## config.mk

```make
export PLATFORM = sky130hd
export DESIGN_NAME = tetris_top
export DESIGN_NICKNAME = d
export VERILOG_FILES = /design/src/verilog/tetris_pkg.sv /design/src/verilog/tetris_top.sv /design/src/verilog/vga_scanout.sv /design/src/verilog/credit_fifo.sv /design/src/verilog/pixel_source.sv
export VERILOG_INCLUDE_DIRS = /design/src /design/src/verilog
export SDC_FILE = /design/constraint.sdc
export NUM_CORES = 1
export LEC_CHECK = 0
export BUFFER_PORTS_ARGS = -buffer_cell sky130_fd_sc_hd__buf_2
export CAP_MARGIN = 20
export CELL_PAD_IN_SITES_DETAIL_PLACEMENT = 1
export CELL_PAD_IN_SITES_GLOBAL_PLACEMENT = 1
export CORE_MARGIN = 3
export CORE_UTILIZATION = 40
export CTS_BUF_LIST = sky130_fd_sc_hd__clkbuf_8
export CTS_CLUSTER_DIAMETER = 80
export DETAILED_ROUTE_END_ITERATION = 8
export PLACE_DENSITY = 0.72
export SLEW_MARGIN = 0
export SYNTH_ARGS = -nofsm -noshare
export SYNTH_HDL_FRONTEND = slang
export SYNTH_HIERARCHICAL = 1
export SYNTH_SLANG_ARGS = --single-unit
```

## constraint.sdc

```tcl
create_clock -name onehuzz -period 6 [get_ports onehuzz]
set_input_delay 1.5 -clock onehuzz [delete_from_list [all_inputs] [get_ports onehuzz]]
set_output_delay 1.5 -clock onehuzz [all_outputs]
set_load 0.01 [all_outputs]
```

## src/verilog/tetris_cfg.svh

```systemverilog
`ifndef TETRIS_CFG_SVH
`define TETRIS_CFG_SVH

//////////////////////////////////////////////////////////////////////
// Screen geometry
//////////////////////////////////////////////////////////////////////

// Visible pixels per line
`define H_ACTIVE 16
// Visible lines per frame, row 0 holds the score
`define V_ACTIVE 13

// Horizontal blanking, in pixel clocks
`define H_FRONT 2
`define H_SYNC 3
`define H_BACK 2

// Vertical blanking, in lines
`define V_FRONT 1
`define V_SYNC 2
`define V_BACK 1

// Pixel buffer depth, also the starting credit count of the source
`define FIFO_DEPTH 4

`endif
```

## src/verilog/tetris_pkg.sv

```systemverilog
package tetris_pkg;

  //////////////////////////////////////////////////////////////////////
  // Colors
  //////////////////////////////////////////////////////////////////////

  // Bit 2 red, bit 1 green, bit 0 blue
  typedef enum logic [2:0] {
    BLACK   = 3'b000,
    BLUE    = 3'b001,
    GREEN   = 3'b010,
    CYAN    = 3'b011,
    RED     = 3'b100,
    MAGENTA = 3'b101,
    YELLOW  = 3'b110,
    WHITE   = 3'b111
  } color_t;

  // One pixel on its way to the scanout
  typedef struct packed {
    color_t color;
    // Last pixel of a line
    logic   line_end;
    // Last pixel of a frame
    logic   frame_end;
  } pixel_t;

  // Single grid cell write
  typedef struct packed {
    logic       valid;
    logic [3:0] col;
    logic [3:0] row;
    color_t     color;
  } grid_wr_t;

endpackage

```

## src/verilog/tetris_top.sv

```systemverilog
`timescale 1ns/1ps

module tetris_top
  import tetris_pkg::*;
(
  input  logic     onehuzz,
  input  logic     reset,
  input  grid_wr_t grid_wr,
  input  logic     score_tick,
  output logic     red,
  output logic     green,
  output logic     blue,
  output logic     hsync,
  output logic     vsync,
  output logic     active
);

  // Source to buffer
  logic   push;
  pixel_t push_data;
  logic   credit;
  // Buffer to scanout
  logic   pop;
  pixel_t pop_data;
  logic   not_empty;

  //////////////////////////////////////////////////////////////////////
  // Producer, buffer, consumer
  //////////////////////////////////////////////////////////////////////

  pixel_source src0 (
    .onehuzz   (onehuzz),
    .reset     (reset),
    .grid_wr   (grid_wr),
    .score_tick(score_tick),
    .credit    (credit),
    .push      (push),
    .push_data (push_data)
  );

  credit_fifo #(.payload_t(pixel_t)) buf0 (
    .onehuzz  (onehuzz),
    .reset    (reset),
    .push     (push),
    .push_data(push_data),
    .pop      (pop),
    .pop_data (pop_data),
    .not_empty(not_empty),
    .credit   (credit)
  );

  vga_scanout scan0 (
    .onehuzz  (onehuzz),
    .reset    (reset),
    .pop_data (pop_data),
    .not_empty(not_empty),
    .pop      (pop),
    .red      (red),
    .green    (green),
    .blue     (blue),
    .hsync    (hsync),
    .vsync    (vsync),
    .active   (active)
  );

endmodule

```

## src/verilog/vga_scanout.sv

```systemverilog
`timescale 1ns/1ps
`include "tetris_cfg.svh"

module vga_scanout
  import tetris_pkg::*;
(
  input  logic   onehuzz,
  input  logic   reset,
  input  pixel_t pop_data,
  input  logic   not_empty,
  output logic   pop,
  output logic   red,
  output logic   green,
  output logic   blue,
  output logic   hsync,
  output logic   vsync,
  output logic   active
);

  localparam int H_TOTAL = `H_ACTIVE + `H_FRONT + `H_SYNC + `H_BACK;
  localparam int V_TOTAL = `V_ACTIVE + `V_FRONT + `V_SYNC + `V_BACK;
  localparam int HW = $clog2(H_TOTAL);
  localparam int VW = $clog2(V_TOTAL);

  // Counter landmarks
  localparam logic [HW-1:0] H_VIS_END    = HW'(`H_ACTIVE);
  localparam logic [HW-1:0] H_SYNC_START = HW'(`H_ACTIVE + `H_FRONT);
  localparam logic [HW-1:0] H_SYNC_END   = HW'(`H_ACTIVE + `H_FRONT + `H_SYNC);
  localparam logic [HW-1:0] H_LAST       = HW'(H_TOTAL - 1);
  localparam logic [VW-1:0] V_VIS_END    = VW'(`V_ACTIVE);
  localparam logic [VW-1:0] V_SYNC_START = VW'(`V_ACTIVE + `V_FRONT);
  localparam logic [VW-1:0] V_SYNC_END   = VW'(`V_ACTIVE + `V_FRONT + `V_SYNC);
  localparam logic [VW-1:0] V_LAST       = VW'(V_TOTAL - 1);

  logic [HW-1:0] h;
  logic [VW-1:0] v;
  // Set once the first pixel is taken
  logic          running;
  logic          visible;
  logic          h_in_sync;
  logic          v_in_sync;
  logic [2:0]    rgb;

  //////////////////////////////////////////////////////////////////////
  // Timing decode
  //////////////////////////////////////////////////////////////////////

  always_comb begin
    visible   = (h < H_VIS_END) && (v < V_VIS_END);
    h_in_sync = (h >= H_SYNC_START) && (h < H_SYNC_END);
    v_in_sync = (v >= V_SYNC_START) && (v < V_SYNC_END);
    // Before start the counters rest on pixel 0, so this also waits for data
    pop       = visible && not_empty;
    rgb       = pop_data.color;
  end

  always_ff @(posedge onehuzz, posedge reset) begin
    if (reset) begin
      h       <= '0;
      v       <= '0;
      running <= 1'b0;
      red     <= 1'b0;
      green   <= 1'b0;
      blue    <= 1'b0;
      hsync   <= 1'b0;
      vsync   <= 1'b0;
      active  <= 1'b0;
    end else begin
      if (pop) begin
        running <= 1'b1;
      end
      // Free running once started
      if (running || pop) begin
        h <= (h == H_LAST) ? '0 : h + 1'b1;
        if (h == H_LAST) begin
          v <= (v == V_LAST) ? '0 : v + 1'b1;
        end
      end
      // Outputs lag the pop by one cycle, black in blanking
      active <= pop;
      red    <= pop && rgb[2];
      green  <= pop && rgb[1];
      blue   <= pop && rgb[0];
      hsync  <= running && h_in_sync;
      vsync  <= running && v_in_sync;
    end
  end

endmodule

```

## src/verilog/credit_fifo.sv

```systemverilog
`timescale 1ns/1ps
`include "tetris_cfg.svh"

module credit_fifo
  import tetris_pkg::*;
#(
  parameter type payload_t = pixel_t
) (
  input  logic     onehuzz,
  input  logic     reset,
  input  logic     push,
  input  payload_t push_data,
  input  logic     pop,
  output payload_t pop_data,
  output logic     not_empty,
  output logic     credit
);

  localparam int PW = (`FIFO_DEPTH > 1) ? $clog2(`FIFO_DEPTH) : 1;
  localparam int NW = $clog2(`FIFO_DEPTH + 1);
  localparam logic [PW-1:0] PTR_LAST = PW'(`FIFO_DEPTH - 1);

  payload_t      mem [`FIFO_DEPTH];
  logic [PW-1:0] wr_ptr;
  logic [PW-1:0] rd_ptr;
  // Entries currently held
  logic [NW-1:0] count;
  logic          do_pop;

  assign not_empty = (count != '0);
  // Pops on an empty buffer are ignored
  assign do_pop    = pop && not_empty;
  // Head entry, shows one cycle after its push
  assign pop_data  = mem[rd_ptr];

  // Storage, payload is never inspected
  always_ff @(posedge onehuzz) begin
    if (push) begin
      mem[wr_ptr] <= push_data;
    end
  end

  // Pointers, fill level and credit return
  always_ff @(posedge onehuzz, posedge reset) begin
    if (reset) begin
      wr_ptr <= '0;
      rd_ptr <= '0;
      count  <= '0;
      credit <= 1'b0;
    end else begin
      if (push) begin
        wr_ptr <= (wr_ptr == PTR_LAST) ? '0 : wr_ptr + 1'b1;
      end
      if (do_pop) begin
        rd_ptr <= (rd_ptr == PTR_LAST) ? '0 : rd_ptr + 1'b1;
      end
      count  <= count + NW'(push) - NW'(do_pop);
      // One credit back per pop, a cycle later
      credit <= do_pop;
    end
  end

endmodule

```

## src/verilog/pixel_source.sv

```systemverilog
`timescale 1ns/1ps
`include "tetris_cfg.svh"

module pixel_source
  import tetris_pkg::*;
(
  input  logic     onehuzz,
  input  logic     reset,
  input  grid_wr_t grid_wr,
  input  logic     score_tick,
  input  logic     credit,
  output logic     push,
  output pixel_t   push_data
);

  localparam int GRID_ROWS = `V_ACTIVE - 1;
  localparam int XW = $clog2(`H_ACTIVE);
  localparam int YW = $clog2(`V_ACTIVE);
  localparam int CW = $clog2(`FIFO_DEPTH + 1);
  localparam logic [XW-1:0] X_LAST = XW'(`H_ACTIVE - 1);
  localparam logic [YW-1:0] Y_LAST = YW'(`V_ACTIVE - 1);
  localparam logic [CW-1:0] CREDIT_INIT = CW'(`FIFO_DEPTH);

  // Playfield, one color per cell
  color_t        grid_mem [GRID_ROWS][`H_ACTIVE];
  // Raster position of the next pixel to send
  logic [XW-1:0] x;
  logic [YW-1:0] y;
  logic [CW-1:0] credit_cnt;
  logic [7:0]    score;
  logic [7:0]    frame_score;
  logic [7:0]    shown_score;
  logic          take;
  logic          last_x;
  logic          last_y;
  logic [YW-1:0] grid_y;
  color_t        cell_color;
  color_t        pix_color;

  //////////////////////////////////////////////////////////////////////
  // Grid memory and score
  //////////////////////////////////////////////////////////////////////

  // Writes outside the playfield are dropped
  always_ff @(posedge onehuzz) begin
    if (grid_wr.valid && int'(grid_wr.row) < GRID_ROWS && int'(grid_wr.col) < `H_ACTIVE) begin
      grid_mem[grid_wr.row][grid_wr.col] <= grid_wr.color;
    end
  end

  // Saturating score, stops at 255
  always_ff @(posedge onehuzz, posedge reset) begin
    if (reset) begin
      score <= 8'd0;
    end else if (score_tick && score != 8'hff) begin
      score <= score + 8'd1;
    end
  end

  //////////////////////////////////////////////////////////////////////
  // Pixel lookup
  //////////////////////////////////////////////////////////////////////

  always_comb begin
    // Send whenever a credit is held or one is coming back now
    take   = (credit_cnt != '0) || credit;
    last_x = (x == X_LAST);
    last_y = (y == Y_LAST);
    // Screen row r+1 shows grid row r, row 0 repeats grid row 0
    grid_y = (y == '0) ? '0 : y - 1'b1;
    cell_color = grid_mem[grid_y][x];
    // Fresh score copy on the first pixel of the frame
    shown_score = (x == '0 && y == '0) ? score : frame_score;
    pix_color = cell_color;
    // Score MSB on the left, ~x picks bit 7-x
    if (y == '0 && x < XW'(8) && shown_score[~x[2:0]]) begin
      pix_color = WHITE;
    end
  end

  // Raster walk and credit bookkeeping
  always_ff @(posedge onehuzz, posedge reset) begin
    if (reset) begin
      x           <= '0;
      y           <= '0;
      credit_cnt  <= CREDIT_INIT;
      push        <= 1'b0;
      frame_score <= 8'd0;
    end else begin
      push       <= take;
      credit_cnt <= credit_cnt + CW'(credit) - CW'(take);
      if (take) begin
        if (x == '0 && y == '0) begin
          frame_score <= score;
        end
        x <= last_x ? '0 : x + 1'b1;
        if (last_x) begin
          y <= last_y ? '0 : y + 1'b1;
        end
      end
    end
  end

  // Payload register
  always_ff @(posedge onehuzz) begin
    if (take) begin
      push_data <= '{color: pix_color, line_end: last_x, frame_end: last_x && last_y};
    end
  end

endmodule

```

======== Word level (Yosys, flattened, before mapping) ========
Memory sizes are Yosys's and may differ from the RTL's.
Index checks and enable logic that the tools add are counted.
operators by class
  add/sub/neg operators ................... 12
  $lt $le $gt $ge ......................... 12
  equality and inequality tests ........... 7
  multiplexer cells ....................... 19
  bitwise gates (word level) .............. 3
  reductions and logical operators ........ 25
operators by type and width
  operator               number
  $mux W48               1
  $logic_and A1 B1 Y1    17
  $ge A5 B5 Y1 const B   3
  $lt A5 B5 Y1 const B   3
  $bmux W3 S4            1
  $demux W3 S4           1
  $mux W4                3
  $add A5 B1 Y5 const B  2
  $eq A5 B5 Y1 const B   2
  $mux W5                2
  $not A4 Y5             2
  $mux W3                3
  $add A4 B1 Y4 const B  2
  $add A8 B1 Y8 const B  1
  $eq A4 B4 Y1 const B   2
  $logic_not A4 Y1       2
  $lt A4 B4 Y1 const B   2
  $mux W8                1
  $ne A8 B8 Y1 const B   1
  $add A3 B1 Y3          2
  $reduce_bool A3 Y1     2
  $sub A3 B1 Y3          2
  $ge A5 B4 Y1 const B   1
  $lt A5 B1 Y1 const B   1
  other kinds (11)       19
storage, ports and cells
  flip-flop bits (word level) ............. 58
  memory bits (writable) .................. 596
  bits of input ports ..................... 15
  output and inout port bits .............. 6
  word-level logic and storage cells ...... 102
  memories kept ........................... 2
memories
  memory         words  bits a word  rd ports  clocked after memory_dff  wr ports  line                source
  src0.grid_mem  12     48           1         0                         1         pixel_source.sv:25  color_t grid_mem [GRID_ROWS][`H_ACTIVE];
  buf0.mem       4      5            1         0                         1         credit_fifo.sv:23   payload_t mem [`FIFO_DEPTH];

======== Depth between registers and ports, before layout ========
  word-level depth ........................ 6
  depth in mapped cells ................... 17
  depth with buffers taken out ............ 12

======== By module ========
The synthesis kept the hierarchy.
modules (own cells, without submodules)
  module        times used  cells an instance  area each (um2)  sequential area each (um2)
  pixel_source  1           1796               25339.3          18148.7
  credit_fifo   1           65                 1182.4           800.8
  vga_scanout   1           77                 829.5            425.4

======== Least setup slack after synthesis ========
Ideal clock, no wire load.
  path type ............................... register to register
  start point ............................. register src0.y[0]
  end point ............................... register src0/push_data[2] (netlist name)
  library setup time ...................... 0.272 ns
  arrival time ............................ 3.178 ns
  data required time ...................... 5.728 ns
  path slack .............................. 2.550 ns
  stages on the path, launching flop included .. 15
  path buffers ............................ 4
  clock period less this slack ............ 3.450 ns
  cell sequence ........................... dfrtp_1 buf_2 inv_2 clkbuf_1 ha_1 buf_4 or3b_1 buf_6 nand2_8 mux2_2 a211o_1 o22a_1 and4b_1 nor3_1 o211ai_1
between the ends
  cells in the longest elaborated chain, start to end .. 6
  elaborated cells between the ends (all ways) .. 13
  classes of those cells .................. add/sub (1); mux (7); reduce/logical (4); memory (1)
RTL lines
  what                                                                  line                                                        source
  start, declared                                                       pixel_source.sv:28                                          logic [YW-1:0] y;
  start signal, assigned                                                pixel_source.sv:98                                          y <= last_y ? '0 : y + 1'b1;
  $sub A4 B1 Y4 or $logic_not A4 Y1 (tied branches)                     pixel_source.sv:70, pixel_source.sv:73, pixel_source.sv:76
  $mux W4 or $logic_and A1 B1 Y1 (tied branches)                        pixel_source.sv:70, pixel_source.sv:73
  $mem_v2 Z12 W48 or $mux W8 (tied branches)                            n/a
  $bmux W3 S4 or $bmux W1 S3 (tied branches)                            pixel_source.sv:71, pixel_source.sv:76
  $mux W3 (implied by the code) or $mux W1 (tied branches)              pixel_source.sv:71, pixel_source.sv:76
  $mux W3 (implied by the code) or $logic_and A1 B1 Y1 (tied branches)  pixel_source.sv:71, pixel_source.sv:76
Several ways; a longest one is shown, not always the timed one. The select of a mux whose other input is x is not followed.
A chain may end at the register's enable or synchronous reset.

======== Worst setup path after layout ========
  start point ............................. register src0.y[0]
  end point ............................... register src0/push_data[3] (netlist name)
between the ends
  cells in the longest elaborated chain, start to end .. 6
  elaborated cells between the ends (all ways) .. 13
  classes of those cells .................. add/sub (1); mux (7); reduce/logical (4); memory (1)
RTL lines
  what                                                                  line
  $sub A4 B1 Y4 or $logic_not A4 Y1 (tied branches)                     pixel_source.sv:70, pixel_source.sv:73, pixel_source.sv:76
  $mux W4 or $logic_and A1 B1 Y1 (tied branches)                        pixel_source.sv:70, pixel_source.sv:73
  $mem_v2 Z12 W48 or $mux W8 (tied branches)                            n/a
  $bmux W3 S4 or $bmux W1 S3 (tied branches)                            pixel_source.sv:71, pixel_source.sv:76
  $mux W3 (implied by the code) or $mux W1 (tied branches)              pixel_source.sv:71, pixel_source.sv:76
  $mux W3 (implied by the code) or $logic_and A1 B1 Y1 (tied branches)  pixel_source.sv:71, pixel_source.sv:76
Several ways; a longest one is shown, not always the timed one. The select of a mux whose other input is x is not followed.

==> impl_results.md <==
- Slowest-stage cell, CP: sky130_fd_sc_hd__a21o_4
- Core area: 66300 µm²
- Synthesis warning total: 6
- Final Setup Violations: 0
- Min Clock Period, post-route: 4.64 ns
- Number of buffers added for setup after CTS: 0
- CP startpoint kind: flip-flop
- Placement row count: 94
- Tightest slew margin relative to the limit: 27.6%
- Clock net sink count: 644
- HP Start: src0/frame_score[1]
- Count of pins over their slew limit: 0
- Power Total: 8.66 mW
- Maximum number of pins on one net before global-route repair: 150
- Unrepaired setup endpoints after global routing: false
- Worst Path Max Fanout: 47
- Post-cts hold buffer count: 0
- Global route total overflow: 0
- Detailed-route vias per instance: 6.02
- Cells along the critical path: inv_2 -> buf_4 -> ha_1 -> nor2b_1 -> a21o_4 -> buf_4 -> mux4_2 -> nand2_1 -> a21oi_1 -> o311a_1 -> o21ai_0 -> nand4b_1
- Wire length of the first global-routing pass: 121 mm
- Hold-critical path depth: 1
- CTS tree: done
- Dpl ws: 1.40 ns
- Total Routing Usage GR: 23.2%
- Vias in the first global route: 18512
- Initial Utilization: 40.7%
- Least setup slack across all paths after layout: 1.36 ns
- Number of buffers added by the clock tree synthesis step: 102
- Sink of the worst hold path: src0/frame_score[1]
- Final clock period utilization by the worst path: 77.4%
- Post-placement cell area: 28100 µm²
- Register-to-register setup slack: 1.36 ns
- Tightest Hold Check Type: reg -> reg
- Reg-to-reg startpoint: src0/y[0]
- Routed length per placed instance: 27.9 µm
- Post-Synthesis Net Count: 1960
- Clock latency reported for the late side of the worst-skew pair: 0.73 ns
- Worst setup path category: reg -> reg
- Leakage power figure: 9.83 nW
- Highest ir drop seen on vdd: 0.000187 V
- Average instance area after synthesis: 14.0 µm²
- Buffer cell driving the clock tree root: sky130_fd_sc_hd__clkbuf_8
- Boundary pin count: 21
- Count of vias placed by the detailed router: 17559
- Length in cells of the worst reg-to-reg path: 12
- Worst-case clock skew: 0.0404 ns
- 1st-iter DRT viols: 1887
- Antenna violations before repair: 3
- Floorplan die width: 266 µm
- Achievable clock frequency: 0.215 GHz
- DRC violation count after routing: 0
- Area of all placed cells without fillers: 30000 µm²
- Run status: finished, final reports clean
- Antenna-violating nets left: 0
- Die Height: 266 µm
- Quantity of I/O buffers inserted on ports: 20
- Crit path top cell by count: sky130_fd_sc_hd__buf_4
- Crit-path max cell delay: 0.65 ns
- Critical R2R Capture: src0/push_data[3]
- Resize count post-CTS: 0
- Maximum number of buffers from clock root to sink: 3
- Power density over the cells: 289 nW/µm²
- Routability cong.: 0.857
- Required time worst endpoint: 6.46 ns
- DP HPWL: 49.0 mm
- First drt pass iteration count: 7
- Worst endpoint data arrival time: 5.11 ns
- Mapped Cells: 1924
- Element type at the critical path end: flip-flop
- Share of the core filled with cells: 45.2%
- Clock transition at the register clock pins on the worst setup and hold paths after CTS: 0.06 ns
- H-tree levels: 3
- Fraction of final layout cells sized beyond drive strength 1: 14.2%
- Number of nets in the finished design: 2000
- Area of the die: 70600 µm²
- Final TNS setup: 0 ns
- Sum of routed wire length over all layers: 81.3 mm
- Slew at the pin closest to its max-slew limit: 1.09 ns
- Final hold violations: 0
- Area added between synthesis and finish: 11.0%
- Max-Cap Viols: 0
- Post-Synthesis Cell Area: 27000 µm²
[cell type report]
class | instances | area, µm²
fillers | 6751 | 36400
flip-flops and latches | 644 | 19100
multi-input cells | 1128 | 7270
clock buffers | 104 | 1430
well taps | 864 | 1080
repair buffers | 63 | 538
clock inverters | 87 | 457
inverters | 25 | 93.8
diodes | 3 | 7.51
[per-layer routing]
| layer | GRT usage [%] | wire length (µm) | vias up |
|---|---|---|---|
| met4 | 8.82 | 2850 | 2 |
| li1 | - | - | 7436 |
| met1 | 30.2 | 32300 | 9014 |
| met3 | 6.15 | 7460 | 199 |
| met2 | 37.4 | 38700 | 908 |
| met5 | 0 | 12 | - |
[where the power goes]
part	total [mW]	internal [mW]	leakage (nW)	switching [mW]
combinational	0.195	0.0500	2.70	0.145
clock	3.50	1.72	1.10	1.78
sequential	4.96	4.93	6.03	0.0353
[worst max path at each step]
stage | from | end | slack, ns
global placement | src0/y[0] | src0/push_data[2] | 1.50
detailed placement | src0/y[0] | src0/push_data[2] | 1.40
CTS | src0/y[0] | src0/push_data[2] | 1.38
global route | src0/y[0] | src0/push_data[3] | 1.11
floorplan | src0/y[0] | src0/push_data[2] | 2.55
finish | src0/y[0] | src0/push_data[3] | 1.36
[flip-flops by register name, summed over array words and instances, names as in the netlist, 2 cells and up]
name and flops:
buf0/count 3, buf0/mem 12, buf0/rd_ptr 2, buf0/wr_ptr 2, scan0/h 5, scan0/v 5, src0/credit_cnt 3, src0/frame_score 8
src0/grid_mem 576, src0/push_data 3, src0/score 8, src0/x 4, src0/y 4
[stage by stage]
| step | hold WS, ns | cells |
|---|---|---|
| 6_report | 0.510 | 2918 |
| 3_3_place_gp | 0.484 | 2723 |
| 5_1_grt | 0.529 | 2916 |
| 4_1_cts | 0.512 | 2915 |
| 2_1_floorplan | 0.459 | 1924 |
| 3_5_place_dp | 0.495 | 2724 |
[critical path: cells and delay by family (launching register included)]
kind | cells | cell delay [ns]
buf+inv | 3 | 1.12
fa+ha+maj | 1 | 0.29
simple gates | 3 | 0.59
compound gates | 4 | 1.29
flops | 1 | 0.63
mux | 1 | 0.39
[layout by cell type (no fill, tap or decap), types with 30 or more instances in the layout]
master / instances
sky130_fd_sc_hd__buf_4: 38
sky130_fd_sc_hd__a31oi_1: 35
sky130_fd_sc_hd__a21oi_1: 68
sky130_fd_sc_hd__mux2_2: 33
sky130_fd_sc_hd__edfxtp_1: 591
sky130_fd_sc_hd__o21ai_0: 61
sky130_fd_sc_hd__dfrtp_1: 51
sky130_fd_sc_hd__nand2_1: 215
sky130_fd_sc_hd__inv_1: 53
sky130_fd_sc_hd__nor2_1: 243
sky130_fd_sc_hd__o22ai_1: 30
sky130_fd_sc_hd__mux4_2: 35
sky130_fd_sc_hd__clkbuf_8: 104
sky130_fd_sc_hd__mux2i_1: 57
sky130_fd_sc_hd__nand3_1: 64
Note: power is estimated with default switching activity, not from simulation.
